**src/hdl/adc_pkg.sv**
```systemverilog
package adc_pkg;

	//////////////////////////////
	// ADC side widths
	//////////////////////////////

	localparam int ADC_SAMPLE_W  = 16; // One converter channel
	localparam int SAMPLE_WORD_W = 2 * ADC_SAMPLE_W; // A and B side by side

	// One channel sample as the converter delivers it
	typedef logic [ADC_SAMPLE_W-1:0] adc_sample_t;

	// Channel A in the upper half, channel B in the lower half
	typedef logic [SAMPLE_WORD_W-1:0] sample_word_t;

endpackage

```
**src/hdl/adc_sample_packer.sv**
```systemverilog
module adc_sample_packer
	import adc_pkg::*;
(
	input  logic         GMII_GTX_CLK_int,
	input  logic         rst_n_i,

	// Parallel samples from the converter
	input  logic         sample_valid_i,
	input  adc_sample_t  cha_i,
	input  adc_sample_t  chb_i,

	// FIFO write side
	input  logic         fifo_full_i,
	output logic         wr_en_o,
	output sample_word_t wr_data_o,

	output logic         overflow_o // Sticky until reset
);

	logic pend_q; // Packed word waiting for its write slot

	//////////////////////////////
	// Capture
	//////////////////////////////

	// Payload register
	always_ff @(posedge GMII_GTX_CLK_int)
	begin
		if (sample_valid_i)
			wr_data_o <= {cha_i, chb_i}; // A high, B low
	end

	always_ff @(posedge GMII_GTX_CLK_int)
	begin
		if (!rst_n_i)
		begin
			pend_q     <= 1'b0;
			overflow_o <= 1'b0;
		end
		else
		begin
			pend_q <= sample_valid_i;
			if (pend_q && fifo_full_i)
				overflow_o <= 1'b1; // Word is lost
		end
	end

	// Full is checked in the write cycle itself, since a write from the
	// previous cycle may just have filled the last slot
	assign wr_en_o = pend_q & ~fifo_full_i;

endmodule

```
**config.mk**
```make
export PLATFORM = sky130hd
export DESIGN_NAME = adc_sample_packer
export DESIGN_NICKNAME = d
export VERILOG_FILES = /design/src/hdl/adc_pkg.sv /design/src/hdl/adc_sample_packer.sv
export SDC_FILE = /design/constraint.sdc
export NUM_CORES = 1
export LEC_CHECK = 0
export BUFFER_PORTS_ARGS = -buffer_cell sky130_fd_sc_hd__buf_2
export CAP_MARGIN = 20
export CORE_ASPECT_RATIO = 1.4
export CORE_MARGIN = 2
export CORE_UTILIZATION = 36
export DETAILED_ROUTE_END_ITERATION = 12
export HOLD_SLACK_MARGIN = 0.05
export PLACE_DENSITY = 0.82
export SLEW_MARGIN = 10
export SYNTH_ARGS = -nofsm -noshare
export SYNTH_HDL_FRONTEND = slang
export SYNTH_SLANG_ARGS = --single-unit
```
**constraint.sdc**
```tcl
create_clock -name GMII_GTX_CLK_int -period 0.8 [get_ports GMII_GTX_CLK_int]
set_clock_uncertainty 0.1 [all_clocks]
set_input_delay 0.04 -clock GMII_GTX_CLK_int [delete_from_list [all_inputs] [get_ports GMII_GTX_CLK_int]]
set_output_delay 0.04 -clock GMII_GTX_CLK_int [all_outputs]
set_load 0.01 [all_outputs]
```
==> flow_summary.toml <==
[global_route]
grtUsageTotal_pct = 16.5
antenna_found_initial = 0
grt_pass1_wl_mm = 3.62
grt_remaining_overflow = 0
grt_pass1_vias = 762
grt_max_degree = 19

[timing]
slew_headroom_pct = 90.2
min_period_ps = 1090
grt_setup_unrepaired = "true"
maxSlewViolCount = 0
worst_slew_pin_slew_ps = 147
hold_violations = 0
setup-violations-final = 34
clock.fmax_ghz = 0.918
worst_slack_ps = -289
fin_crit_sh_pct = 136
setup_tns_ps = -6250

[yosys]
synth_compound_area_share_pct = 0.487
synth_most_common_cell = "edfxtp_1"
synth-simple-area-share_pct = 2.07
netlist_instances = 38
async_flop_share_pct = 0
synthTopCellsByArea = "edfxtp_1 94%, dfxtp_1 3.9%, and2b_2 0.85%"
yosys.area_share.xor_xnor_pct = 0
synth-main-ff-cell = "edfxtp_1"
synth_fa_ha_area_share_pct = 0
synth_area_per_cell_um2 = 27.0
synth_top_family_by_area = "simple AND/OR/NAND/NOR gates"
synth_seq_cells = 34
synth_warnings = 0
ys_seq_area_share_pct = 97.4
synth_cell_types = 6
muxShareOfSynthArea_pct = 0
synth_edf_count = 32
synth_top_area_cell = "edfxtp_1"
synth_top_area_share_pct = 93.5
synth.top_cells.by_count = "32 x edfxtp_1, 2 x dfxtp_1"
synth.cell_area_um2 = 1030
synth.net_count = 74

[setup_path]
cp_max_fo = 2
cp_data_required_time_ps = 660
cp-start-kind = "register"
cp-end-kind = "output pin"
cp.arrival_ps = 950
crit_type = "reg -> out"
r2r_slack_ps = 50

[status]
status = "finished, violations left"
violations = "negative setup slack"

[clock_tree]
cts_setup_buffers = 0
cts-htree-levels = 2
cts_buffers = 5
insertion_delay_ps = 320
clk_pin_slew_ps = 90
clock_sinks = 34
clock_path_buffers = 2
cts_tree = "done"
postCtsHoldBufs = 34
clockRootBuffer = "clkbuf_4"

[detailed_routing]
vias = 789
drt-pass1-iter-count = 4
wl_mm = 2.53
drc_errors = 0
viasPerCell = 4.22
first_iter_violations = 21
final_antenna_net_count = 0
wl_per_cell_um = 13.5

[pwr]
combinationalPowerShare_pct = 13.7
pwr-share-clk_pct = 26.3
peakVddDrop_uv = 1670
internal_power_w = 0.00281
netSwitchingPower_w = 0.000742
p_sw_share_pct = 20.9
leakage_nw = 0.811
pwr_density_cell_nw_per_um2 = 1900
seqPwrFrac_pct = 60.0

[finish]
finish.utilization_pct = 70.1
postLayoutCellArea_um2 = 1870
diodes = 0
fill_cells = 184
layout.nets = 186
area_growth_pct = 82.2
drive_gt1_share_pct = 53.0

[job]
max_cap_violations = 0

[placed_design]
place_congestion = 0.635
dpl_cell_area_um2 = 1460
io_buffers = 69
place_ws_ps = 55.3

[floorplanning]
start_util_pct = 38.5
dieHeight_um = 67.2
num_rows = 22
core-area_um2 = 2670
die_area_um2 = 3300
ios = 70
dieWidth_um = 49.1

[hold_path]
hold_path_class = "in -> reg"
## worst max-delay path, stage by stage, from the launching register on
cell and delay (ps):
dfxtp_2 320, and2b_2 190, buf_6 120
## area by class of cell
class | instances | area (µm²) | share of cell area, %
flip-flops and latches | 34 | 1000 | 53.6
repair buffers | 105 | 738 | 39.4
multi-input cells | 4 | 26.3 | 1.40
clock buffers | 8 | 58.8 | 3.14
well taps | 36 | 45.0 | 2.41
## cells by family after synthesis
family           count (synthesis)
AO/OA/AOI/OAI                    1
flip-flops                      34
AND/OR/NAND/NOR                  3
## layout by cell type (no fill, tap or decap), drive strengths merged
cell type	Yosys	routed
and2	1	1
dlygate4sd3	0	34
nor2b	1	1
dfxtp	2	2
buf	0	71
a21oi	1	1
edfxtp	32	32
and2b	1	1
clkbuf	0	8
## final timing paths
| kind | from | to | depth (start not counted) |
|---|---|---|---|
| max | pend_q | wr_en_o | 2 |
| min | sample_valid_i | wr_data_o[25] | 2 |
| max reg2reg | pend_q | overflow_o | 2 |
| min reg2reg | pend_q | overflow_o | 2 |
## stage by stage
stage | total power, W | std cells | hold WS, ps
final | 0.00355 | 187 | 28.0
after global routing | 0.00367 | 187 | 31.3
after CTS | 0.00358 | 187 | 13.4
after detailed placement | 0.00252 | 145 | 118
after global placement | 0.00251 | 145 | 118
after floorplan | 0.00226 | 38 | 38.9
## timing repair
action | in CTS | in global routing
gates resized for setup | 4 | 0
setup endpoints to repair | 34 | 34
hold endpoints to repair | 66 | 26
## power by group through the flow
stage / clock network [W] / logic [W] / registers (W)
3_3_place_gp: 0 / 0.000342 / 0.00216
3_5_place_dp: 0 / 0.000351 / 0.00217
2_1_floorplan: 0 / 0.00000857 / 0.00225
5_1_grt: 0.00101 / 0.000519 / 0.00214
4_1_cts: 0.000966 / 0.000484 / 0.00213
6_report: 0.000934 / 0.000488 / 0.00213
## per-layer routing
| metal | up-vias | global-route usage [%] | share of wire [%] |
|---|---|---|---|
| met3 | 9 | 4.42 | 5.9 |
| met1 | 360 | 13.9 | 30 |
| li1 | 372 | - | - |
| met4 | 0 | 11.8 | 4.0 |
| met5 | - | 0 | 0 |
| met2 | 48 | 32.6 | 60 |
## sequential cells by signal (all words and copies together) (netlist names)
signal / cells
wr_data_o: 32
overflow_o: 1
pend_q: 1
No activity file was read; power rests on OpenSTA's default activity.
