==> src/hdl/adc_pkg.sv <==
package adc_pkg;

	//////////////////////////////
	// ADC side widths
	//////////////////////////////

	localparam int ADC_SAMPLE_W  = 16; // One converter channel
	localparam int SAMPLE_WORD_W = 2 * ADC_SAMPLE_W; // A and B side by side

	// One channel sample as the converter delivers it
	typedef logic [ADC_SAMPLE_W-1:0] adc_sample_t;

	// Channel A in the upper half, channel B in the lower half
	typedef logic [SAMPLE_WORD_W-1:0] sample_word_t;

endpackage

==> src/hdl/eth_pkg.sv <==
package eth_pkg;

	//////////////////////////////
	// Output stream format
	//////////////////////////////

	localparam int STREAM_WORD_W  = 32; // Payload per beat
	localparam int STREAM_FLAGS_W = 2;

	// Flag bit positions
	localparam int FLAG_SOF = 1; // First word of a frame
	localparam int FLAG_EOF = 0; // Last word of a frame

	typedef logic [STREAM_WORD_W-1:0]  stream_word_t;
	typedef logic [STREAM_FLAGS_W-1:0] stream_flags_t;

	//////////////////////////////
	// Sender FSM
	//////////////////////////////

	typedef enum logic [1:0]
	{
		SEND_IDLE,    // Waiting for a full packet on either source
		SEND_PRIMARY, // Config data, wins over ADC
		SEND_ADC
	} sender_state_t;

endpackage

==> src/hdl/packet_sender.sv <==
module packet_sender
	import adc_pkg::*;
	import eth_pkg::*;
#(
	parameter int PRI_PACKET_WORDS = 128,
	parameter int ADC_PACKET_WORDS = 128
)
(
	input  logic          GMII_GTX_CLK_int,
	input  logic          rst_n_i,

	// Primary source, configuration data
	input  logic          pri_req_i,  // Whole packet waiting
	input  stream_word_t  pri_data_i, // Head word
	output logic          pri_rd_o,

	// ADC source, from the sample FIFO
	input  logic          adc_ready_i,
	input  sample_word_t  adc_data_i,
	output logic          adc_rd_o,

	// Output stream
	output stream_word_t  tx_data_o,
	output stream_flags_t tx_flags_o,
	output logic          tx_src_rdy_o,
	input  logic          tx_dst_rdy_i
);

	localparam int MAX_WORDS =
		(PRI_PACKET_WORDS > ADC_PACKET_WORDS) ? PRI_PACKET_WORDS : ADC_PACKET_WORDS;
	localparam int CNT_W = $clog2(MAX_WORDS + 1);

	typedef logic [CNT_W-1:0] word_cnt_t;

	sender_state_t state;
	word_cnt_t     word_cnt;  // Index of the current beat in the packet
	word_cnt_t     last_idx;
	logic          last_word;
	logic          xfer;

	//////////////////////////////
	// Beat control
	//////////////////////////////

	// Packet length follows the source in use
	assign last_idx = (state == SEND_PRIMARY) ? word_cnt_t'(PRI_PACKET_WORDS - 1)
	                                          : word_cnt_t'(ADC_PACKET_WORDS - 1);
	assign last_word = (word_cnt == last_idx);

	assign tx_src_rdy_o = (state != SEND_IDLE); // One cycle after the pick
	assign xfer         = tx_src_rdy_o & tx_dst_rdy_i;

	// Pop exactly once per transferred beat
	assign pri_rd_o = xfer & (state == SEND_PRIMARY);
	assign adc_rd_o = xfer & (state == SEND_ADC);

	//////////////////////////////
	// Data and flags
	//////////////////////////////

	// Heads only move on a pop, so a stalled beat holds still
	assign tx_data_o = (state == SEND_ADC) ? stream_word_t'(adc_data_i) : pri_data_i;

	always_comb
	begin
		tx_flags_o           = '0;
		tx_flags_o[FLAG_SOF] = tx_src_rdy_o && (word_cnt == '0);
		tx_flags_o[FLAG_EOF] = tx_src_rdy_o && last_word;
	end

	//////////////////////////////
	// FSM
	//////////////////////////////

	always_ff @(posedge GMII_GTX_CLK_int)
	begin
		if (!rst_n_i)
		begin
			state    <= SEND_IDLE;
			word_cnt <= '0;
		end
		else
		begin
			case (state)
				SEND_IDLE:
				begin
					word_cnt <= '0;
					if (pri_req_i)
						state <= SEND_PRIMARY; // Config data first
					else if (adc_ready_i)
						state <= SEND_ADC;
				end

				SEND_PRIMARY, SEND_ADC:
				begin
					if (xfer)
					begin
						if (last_word)
						begin
							state    <= SEND_IDLE; // Next pick only after EOF
							word_cnt <= '0;
						end
						else
							word_cnt <= word_cnt + word_cnt_t'(1);
					end
				end

				default:
				begin
					state    <= SEND_IDLE;
					word_cnt <= '0;
				end
			endcase
		end
	end

	//////////////////////////////
	// Checks
	//////////////////////////////

	// Covers the FIFO and primary heads as well as this block
	a_stall_stable : assert property (
		@(posedge GMII_GTX_CLK_int) disable iff (!rst_n_i)
		(tx_src_rdy_o && !tx_dst_rdy_i) |=>
			(tx_src_rdy_o && $stable(tx_data_o) && $stable(tx_flags_o))
	) else $error("stream beat changed while stalled");

endmodule

==> config.mk <==
export PLATFORM = sky130hd
export DESIGN_NAME = packet_sender
export DESIGN_NICKNAME = d
export VERILOG_FILES = /design/src/hdl/adc_pkg.sv /design/src/hdl/eth_pkg.sv /design/src/hdl/packet_sender.sv
export SDC_FILE = /design/constraint.sdc
export NUM_CORES = 1
export LEC_CHECK = 0
export BUFFER_PORTS_ARGS = -buffer_cell sky130_fd_sc_hd__buf_2
export CORE_ASPECT_RATIO = 1.4
export CORE_UTILIZATION = 34
export CTS_CLUSTER_DIAMETER = 80
export DETAILED_ROUTE_END_ITERATION = 6
export GPL_ROUTABILITY_DRIVEN = 0
export HOLD_SLACK_MARGIN = 0.1
export PLACE_DENSITY_LB_ADDON = 0.05
export SETUP_SLACK_MARGIN = 0.4
export SLEW_MARGIN = 25
export SYNTH_ARGS = -nofsm -noshare
export SYNTH_HDL_FRONTEND = slang
export SYNTH_SLANG_ARGS = --single-unit
==> constraint.sdc <==
create_clock -name GMII_GTX_CLK_int -period 1.9 [get_ports GMII_GTX_CLK_int]
set_input_delay 0.38 -clock GMII_GTX_CLK_int [delete_from_list [all_inputs] [get_ports GMII_GTX_CLK_int]]
set_output_delay 0.38 -clock GMII_GTX_CLK_int [all_outputs]
set_load 0.005 [all_outputs]
==> qor.txt, run 1 <==
Critical path arrival -> 1510 ps
DR WL/cell -> 18.71 microns
Clock Skews -> 3.645 ps
Post-Syn Area per Cell -> 8.999 sq um
CTS tree -> built
WHS Endpoint -> state[0]
Worst r2r src -> state[1]
Unrepaired setup endpoints after global routing -> yes
Final setup margin -> 14.26 ps
DR iter-0 viols -> 28
Worst EP required -> 1520 ps
H-tree depth -> 1
Top FF cell, synth -> dfxtp_1
Core area -> 0.002670 sq mm
Netlist cell types -> 27
Number of synthesized flops with an enable pin -> 0
R2r setup slk -> 260 ps
DP Wirelength -> 2.760 mm
Min cycle time layout -> 1886 ps
Post-Synth Adder-Cell Area -> 6.378%
Internal power -> 952.0 uW
RR Endpoint -> state[1]
Drt via density -> 5.312
Yosys warns -> 0
FP Rows -> 22
CTS clock-pin slew for the worst setup and hold paths -> 70 ps
Psw -> 481.8 uW
Register bit total from synthesis -> 10
Layout overhead on the synthesized area -> 120.5%
Synth Area in XOR/XNOR -> 0.8929%
Fill count -> 163
Synth top area cells -> mux2_2 (37%), dfxtp_1 (20%), ha_1 (6.4%), a21oi_1 (4.1%), inv_1 (3.1%)
Final setup fails -> 0
Synth top area share -> 36.73%
Largest family of logic cells by synthesized area -> multiplexers
Total routed wirelength -> 4.922 mm
Synth Area in Compound Gates -> 12.63%
Seq/Total Area, Yosys -> 20.41%
N_diodes -> 0
Root buf cell -> clkbuf_4
Clock Tree Buf Depth -> 2
Post-synthesis mux area share -> 36.73%
Num ports -> 106
Vias post-DR -> 1,397
CP Class -> reg -> out
Fmax -> 530.3 MHz
Congestion Overflow GR -> 0
Sequential fraction of design power -> 16.7%
Pre-CTS setup slack -> 188.8 ps
Antenna viol nets, final -> 0
HP Class -> in -> reg
Vias in the first global route -> 1,162
Critical Path Sink Type -> output port
All-Layer GR Usage -> 21.62%
Cts hold-fix bufs -> 0
Router iterations before antenna repair -> 4
Worst ir drop on vdd -> 0.7647 mV
Worst-margin pin slew -> 325.4 ps
Clk sinks -> 10
Endpoints failing hold -> 0
Initial antenna violation count -> 0
FFs w/ async S/R, synth -> 0%
PortBufs -> 105
Synth Net Count -> 183
Met1 Use GR -> 21.50%
Worst hold stages -> 3
CTS Buf Count -> 3
Switching Fraction -> 33.60%
Max Cap Violations -> 0
Synth Area in Simple Gates -> 17.47%
Post-layout net count -> 302
Tcrit/Tclk final -> 99.25%
R2R depth -> 7
DRC -> 0
Share of cells above drive strength 1 -> 80.62%
Crit Path Max Fanout -> 8
Clock Latency Late Sink -> 270 ps
Clock power share -> 13.5%
Slew headroom -> 78.03%
Die area -> 0.003107 sq mm
Comb pwr share -> 69.8%
Pleak -> 1.006 nW
Largest net degree at the start of global routing -> 18
Power per cell area -> 662.8 mW/mm^2
Starting Density -> 36.74%
Die span in x -> 47.40 microns
Crit. Startpoint -> state[0]
Status -> completed
Hold slack -> 369.7 ps
Slew Limit Fails -> 0
Synth Instances -> 109
GR peak layer -> met2
Global-route wire length before repair -> 4.926 mm
M2 GR Usage -> 42.47%
Met3 GRT Util -> 1.923%
CP startpoint kind -> flip-flop
Die Span Y -> 65.56 microns
Post-synthesis cell area -> 980.9 sq um
Hold_sp -> rst_n_i
Yosys top cell by area -> mux2_2
[timing repair]
| action | in CTS | in global routing |
|---|---|---|
| gates resized for setup | 15 | 78 |
| pin swaps | 2 | 7 |
| hold endpoints to repair | 0 | 0 |
| setup endpoints to repair | 44 | 41 |
| gates cloned | 1 | 2 |
| setup buffers | 2 | 8 |
[cell usage in the layout (no fill, tap or decap), types with 2 or more instances in the layout]
cell type	synthesis	layout
or3_1	3	3
mux2_4	0	23
a21oi_1	8	6
nand3_1	3	2
ha_1	5	2
nor2_1	2	2
clkbuf_16	0	2
buf_12	0	2
nand3_4	1	2
buf_2	4	79
o41ai_2	0	2
nand2_1	6	6
dfxtp_1	10	4
and2_4	0	2
inv_1	8	5
dfxtp_4	0	3
dfxtp_2	0	3
o21ai_0	5	4
a21oi_2	0	2
buf_6	0	27
buf_4	0	8
ha_4	0	3
clkbuf_4	0	3
mux2_2	32	9
inv_4	0	3
[metal layers]
layer  share of wire, %  vias up
met2                 54       81
met5                  0        -
met3                6.7       24
li1                   -      642
met4                4.5        0
met1                 35      650
[flip-flops by register name, summed over array words and instances (netlist names)]
name,flops
state,2
word_cnt,8
[cell families after synthesis]
logic type,count (synthesis)
flops,10
simple gates,28
compound gates,20
buf+inv,13
xor+xnor,1
mux,32
fa+ha+maj,5
[stage by stage]
stage               cells  TNS [ps]  utilization, %  power, mW  cell area (sq um)
global placement      246         0           57.97     0.8029               1548
finish                263         0           81.02      1.434               2163
floorplan             109         0               -     0.5996               1010
CTS                   253         0           63.21      1.076               1688
global route          263    -400.0           81.02      1.506               2163
detailed placement    246         0           57.97     0.8151               1548
[power by group through the flow]
stage | combinational [mW] | clock, mW | sequential, mW
5_1_grt | 1.06 | 0.207 | 0.242
3_5_place_dp | 0.580 | 0 | 0.235
2_1_floorplan | 0.366 | 0 | 0.233
4_1_cts | 0.648 | 0.193 | 0.236
6_report | 1.00 | 0.194 | 0.240
3_3_place_gp | 0.568 | 0 | 0.235
[area by class of cell]
type	instances	area, sq um	area share (%)
Clock buffer	4	36.28	1.677
Timing Repair Buffer	119	877.1	40.54
Sequential cell	10	215.2	9.948
Inverter	8	37.54	1.735
Tap cell	36	45.04	2.082
Multi-Input combinational cell	86	952.2	44.01
[worst max-delay path by stage]
stage | end | slack (ps)
2_1_floorplan | tx_data_o[10] | 400
3_3_place_gp | word_cnt[5] | 250
3_5_place_dp | state[1] | 190
4_1_cts | tx_data_o[14] | 30
5_1_grt | tx_data_o[19] | -30
6_report | tx_data_o[10] | 10
[synthesized netlist by cell type (2+ instances only)]
cell,number
mux2_2,32
dfxtp_1,10
a21oi_1,8
inv_1,8
nand2_1,6
ha_1,5
o21ai_0,5
buf_2,4
and2_1,3
nand3_1,3
o41ai_1,3
or3_1,3
nor2_1,2
nor2b_1,2
nor4_1,2
o311ai_0,2
[worst max-delay path, cell delays in order, from the launching register on]
cell       delay, ps
dfxtp_2          340
inv_4             70
ha_4             210
clkbuf_16        190
mux2_4           310
buf_6            120
Note: power is estimated with default switching activity, not from simulation.
==> inputs of run 2 (changes only) <==
--- a/config.mk
+++ b/config.mk
@@ -6,8 +6,10 @@
 export NUM_CORES = 1
 export LEC_CHECK = 0
 export BUFFER_PORTS_ARGS = -buffer_cell sky130_fd_sc_hd__buf_2
+export CELL_PAD_IN_SITES_DETAIL_PLACEMENT = 0
+export CELL_PAD_IN_SITES_GLOBAL_PLACEMENT = 1
 export CORE_ASPECT_RATIO = 1.4
-export CORE_UTILIZATION = 34
+export CORE_UTILIZATION = 22
 export CTS_CLUSTER_DIAMETER = 80
 export DETAILED_ROUTE_END_ITERATION = 6
 export GPL_ROUTABILITY_DRIVEN = 0
==> run 2 against run 1 <==
Combinational power is 28% lower; worst hold slack better by 27 ps; clock power is 40% higher; critical path type unchanged; largest power group unchanged.
==> qor.txt, run 2 (synthesized netlist as in run 1, its figures left out) <==
Final setup fails -> 0
Worst-margin pin slew -> 392.3 ps
Largest net degree at the start of global routing -> 16
Max FFs per register -> 8
Clk sinks -> 10
Endpoints failing hold -> 0
Unrepaired setup endpoints after global routing -> yes
DR iter-0 viols -> 24
Top Family by Delay on Critical Path -> buffers and inverters
Min cycle time layout -> 1829 ps
Tcrit/Tclk final -> 96.27%
PortBufs -> 105
Critical Path Sink Type -> output port
Status -> completed
Vias post-DR -> 1,279
Die span in x -> 58.44 microns
All-Layer GR Usage -> 14.64%
DP Wirelength -> 3.004 mm
Slowest CP cell -> mux2_2
Fill count -> 426
Die area -> 0.004734 sq mm
Vias in the first global route -> 1,177
Num ports -> 106
CTS clock-pin slew for the worst setup and hold paths -> 50 ps
Congestion Overflow GR -> 0
Global-route wire length before repair -> 5.271 mm
Root buf cell -> clkbuf_8
Pleak -> 0.8266 nW
Die Span Y -> 81.01 microns
H-tree depth -> 1
N_diodes -> 0
Router iterations before antenna repair -> 4
Total routed wirelength -> 3.671 mm
Setup TNS -> 0 ps
Power per cell area -> 678.3 mW/mm^2
Antenna viol nets, final -> 0
FP Rows -> 28
Max stage delay on crit path -> 340 ps
Share of cells above drive strength 1 -> 73.76%
Post-layout net count -> 296
Final instance area -> 0.001810 sq mm
Commonest non-fill, non-tap cell in the layout -> buf_2
Slew headroom -> 73.51%
Worst EP required -> 1520 ps
Cts hold-fix bufs -> 0
Max Cap Violations -> 0
Crit Path Max Fanout -> 15
Crit path cell chain -> inv_2 > ha_4 > buf_12 > mux2_2 > buf_2
Clock Skews -> 5.291 ps
Initial antenna violation count -> 0
Biggest register -> word_cnt
CP Class -> reg -> out
DP Area -> 0.001593 sq mm
CTS tree -> built
Drt via density -> 4.552
Layout overhead on the synthesized area -> 84.57%
DRC -> 0
Clock Latency Late Sink -> 240 ps
Slew Limit Fails -> 0
Most frequent cells in the layout -> buf_2 (102), mux2_2 (29), inv_1 (7), a21oi_1 (7), dfxtp_1 (7)
Fmax -> 546.7 MHz
Worst ir drop on vdd -> 0.3673 mV
Clock Tree Buf Depth -> 2
Critical path arrival -> 1450 ps
DR WL/cell -> 13.06 microns
Core area -> 0.004239 sq mm
Starting Density -> 23.14%
CTS Buf Count -> 3
CP startpoint kind -> flip-flop
Biggest registers after layout -> word_cnt (8), state (2)
Critical path buffers and inverters -> 3
HP Class -> in -> reg
run 2: worst paths after layout:
path / from / end / slack [ps] / depth (start not counted)
worst max-delay path: state[0] / tx_data_o[17] / 70 / 5
worst min-delay path: rst_n_i / state[0] / 400 / 3
worst max register to register: state[1] / word_cnt[3] / 360 / 5
worst min register to register: word_cnt[1] / word_cnt[1] / 490 / 2
run 2: metal layers:
layer	vias to the layer above	GRT usage [%]	share of wire [%]	wire, microns
met5	-	0	0	0
met4	0	5.952	2.2	80
met3	9	1.274	7.0	257
met2	62	32.87	59	2182
met1	582	12.16	31	1150
li1	626	-	-	-
run 2: worst min-delay path: cells and delay by family:
| family | cells | cell delay, ps |
|---|---|---|
| compound gates | 2 | 100 |
| buf+inv | 1 | 110 |
run 2: cell type report:
cell class | instances | area (sq um) | area share [%]
clock buffer | 4 | 55.05 | 3.041
tap | 60 | 75.07 | 4.147
sequential | 10 | 203.9 | 11.26
multi-input combinational | 86 | 805.8 | 44.51
inverter | 8 | 30.03 | 1.659
timing repair buffer | 113 | 640.6 | 35.38
run 2: report_power, final:
group	switching [mW]	total [mW]	leakage (nW)	internal, mW
Combinational	0.293	0.721	0.716	0.428
Sequential	0.0112	0.235	0.0822	0.224
Clock	0.0891	0.272	0.0288	0.183
Total	0.393	1.23	0.827	0.835
run 2: stage by stage:
stage	hold WS [ps]	total power [mW]	instances	worst slack, ps	utilization, %
after global placement	484.3	0.8337	272	235.6	37.57
after floorplan	465.2	0.5996	109	397.0	-
final	396.8	1.228	281	70.81	42.71
after detailed placement	489.0	0.8382	272	207.0	37.57
after global routing	415.5	1.306	281	16.39	42.71
after CTS	394.6	1.230	279	60.85	41.85
run 2: what timing repair did:
item / in CTS / in global routing
resized for setup: 22 / 4
cloned: 1 / 0
endpoints found under the setup margin: 44 / 41
pin swaps: 1 / 1
setup buffers: 2 / 2
==> inputs of run 3 (changes only) <==
--- a/config.mk
+++ b/config.mk
@@ -5,7 +5,7 @@
 export SDC_FILE = /design/constraint.sdc
 export NUM_CORES = 1
 export LEC_CHECK = 0
-export BUFFER_PORTS_ARGS = -buffer_cell sky130_fd_sc_hd__buf_2
+export BUFFER_PORTS_ARGS = -buffer_cell sky130_fd_sc_hd__buf_4
 export CELL_PAD_IN_SITES_DETAIL_PLACEMENT = 0
 export CELL_PAD_IN_SITES_GLOBAL_PLACEMENT = 1
 export CORE_ASPECT_RATIO = 1.4
==> run 3 against run 2 <==
Clock skew shrank 2.1 ps; routed wire length grew 21%; worst hold slack improved by 3.6 ps; die area unchanged; clock power fell by 2%; sequential power is essentially flat; non-clock buffer count increased by 8; sequential share of layout area shrank 2.0 points; utilization increased by 11 points; critical path depth unchanged; combinational power is 31% higher; first-iteration DRC count is 46% lower.
==> qor.txt, run 3 (synthesized netlist as in run 1, its figures left out) <==
RR Endpoint -> word_cnt[5]
DRC -> 0
Setup TNS -> 0 ps
Root buf cell -> clkbuf_8
Antenna viol nets, final -> 0
Clock Latency Late Sink -> 240 ps
Commonest non-fill, non-tap cell in the layout -> buf_4
Slowest CP cell -> mux2_2
Post-layout net count -> 304
Biggest registers after layout -> word_cnt (8), state (2)
Final setup fails -> 0
DP Area -> 0.001848 sq mm
Cts hold-fix bufs -> 0
Final Power -> 1.446 mW
Power per cell area -> 638.3 mW/mm^2
Global-route wire length before repair -> 6.430 mm
Tcrit/Tclk final -> 95.79%
CTS tree -> built
Clock Tree Buf Depth -> 2
Total routed wirelength -> 4.428 mm
Congestion Overflow GR -> 0
DR iter-0 viols -> 13
Biggest register -> word_cnt
Crit path cell chain -> inv_4 > ha_4 > buf_12 > mux2_2 > buf_4
CTS Buf Count -> 3
Worst r2r src -> state[0]
Pleak -> 0.9979 nW
CP startpoint kind -> flip-flop
Min cycle time layout -> 1820 ps
Layout overhead on the synthesized area -> 130.9%
Num ports -> 106
Critical path buffers and inverters -> 3
Die area -> 0.004734 sq mm
Largest net degree at the start of global routing -> 14
Vias in the first global route -> 1,392
Core area -> 0.004239 sq mm
Slew headroom -> 67.82%
Worst hold stages -> 3
Top Family by Delay on Critical Path -> buffers and inverters
Critical path arrival -> 1440 ps
Critical Path Sink Type -> output port
Endpoints failing hold -> 0
CP Class -> reg -> out
R2r setup slk -> 140 ps
Crit Path Max Fanout -> 13
All-Layer GR Usage -> 17.72%
Die span in x -> 58.44 microns
R2R depth -> 8
Max Cap Violations -> 0
N_diodes -> 0
DP Wirelength -> 3.305 mm
FP Rows -> 28
PortBufs -> 105
Initial antenna violation count -> 0
Clock Skews -> 3.146 ps
Die Span Y -> 81.01 microns
Max FFs per register -> 8
Share of cells above drive strength 1 -> 79.91%
Status -> completed
WHS Endpoint -> state[0]
Final instance area -> 0.002265 sq mm
Router iterations before antenna repair -> 4
Max stage delay on crit path -> 340 ps
Starting Density -> 23.14%
Slew Limit Fails -> 0
H-tree depth -> 1
Drt via density -> 4.709
DR WL/cell -> 15.32 microns
Worst-margin pin slew -> 482.0 ps
Most frequent cells in the layout -> buf_4 (108), mux2_2 (25), buf_6 (10)
Clk sinks -> 10
HP Class -> in -> reg
Worst EP required -> 1520 ps
Vias post-DR -> 1,361
Worst ir drop on vdd -> 0.4524 mV
CTS clock-pin slew for the worst setup and hold paths -> 50 ps
Hold_sp -> rst_n_i
Fmax -> 549.4 MHz
Unrepaired setup endpoints after global routing -> yes
## run 3: cell types whose count changed in the layout (fill, tap and decap cells not counted), sizes merged
cell / delta
buf: +8
## run 3: how the worst max path moves through the flow
stage / startpoint / to / slack (ps) / depth (start not counted)
2_1_floorplan: state[0] / tx_data_o[10] / 400 / 5
3_3_place_gp: state[0] / tx_data_o[21] / 250 / 5
3_5_place_dp: state[0] / tx_data_o[11] / 220 / 5
4_1_cts: state[0] / tx_data_o[11] / 60 / 5
5_1_grt: state[0] / pri_rd_o / 20 / 7
6_report: state[0] / tx_data_o[11] / 80 / 5
## run 3: power by group
group / switching, mW / leakage (nW) / internal (mW)
Clock: 0.0838 / 0.0288 / 0.182
Sequential: 0.0131 / 0.0832 / 0.223
Combinational: 0.342 / 0.886 / 0.602
## run 3: repair_timing
item                                    4_1_cts  5_1_grt
gates resized for setup                      36       22
pin swaps                                     7        4
buffers inserted                             10        3
gates cloned                                  1        0
endpoints found under the setup margin       44       43
## run 3: final cells by class
class	count	area, sq um
clock buffers	4	55.05
flip-flops and latches	10	210.2
multi-input cells	86	905.9
repair buffers	121	985.9
well taps	60	75.07
fillers	411	1974
inverters	8	32.53
## run 3: tightest hold or removal path, delay by kind of cell
kind                   cells  cell delay, ps
AO/OA/AOI/OAI              2              80
buffers and inverters      1             130
## run 3: layer usage
metal  share of wire (%)  global-route usage (%)  routed length (microns)  vias up
met4                 1.6                   6.429                       71        0
met5                   0                       0                        0        -
met3                 7.5                   2.229                      332        7
met1                  33                   15.30                     1442      643
met2                  58                   38.97                     2582       67
li1                    -                       -                        -      644
## run 3: per-stage QoR
stage / setup slack (ps) / std cells / hold WS (ps) / utilization, %
6_report: 79.92 / 289 / 400.3 / 53.42
5_1_grt: 20.43 / 289 / 398.7 / 53.42
4_1_cts: 61.40 / 286 / 426.4 / 50.32
3_5_place_dp: 216.7 / 271 / 499.4 / 43.60
3_3_place_gp: 250.2 / 271 / 485.9 / 43.60
2_1_floorplan: 397.0 / 109 / 465.2 / -
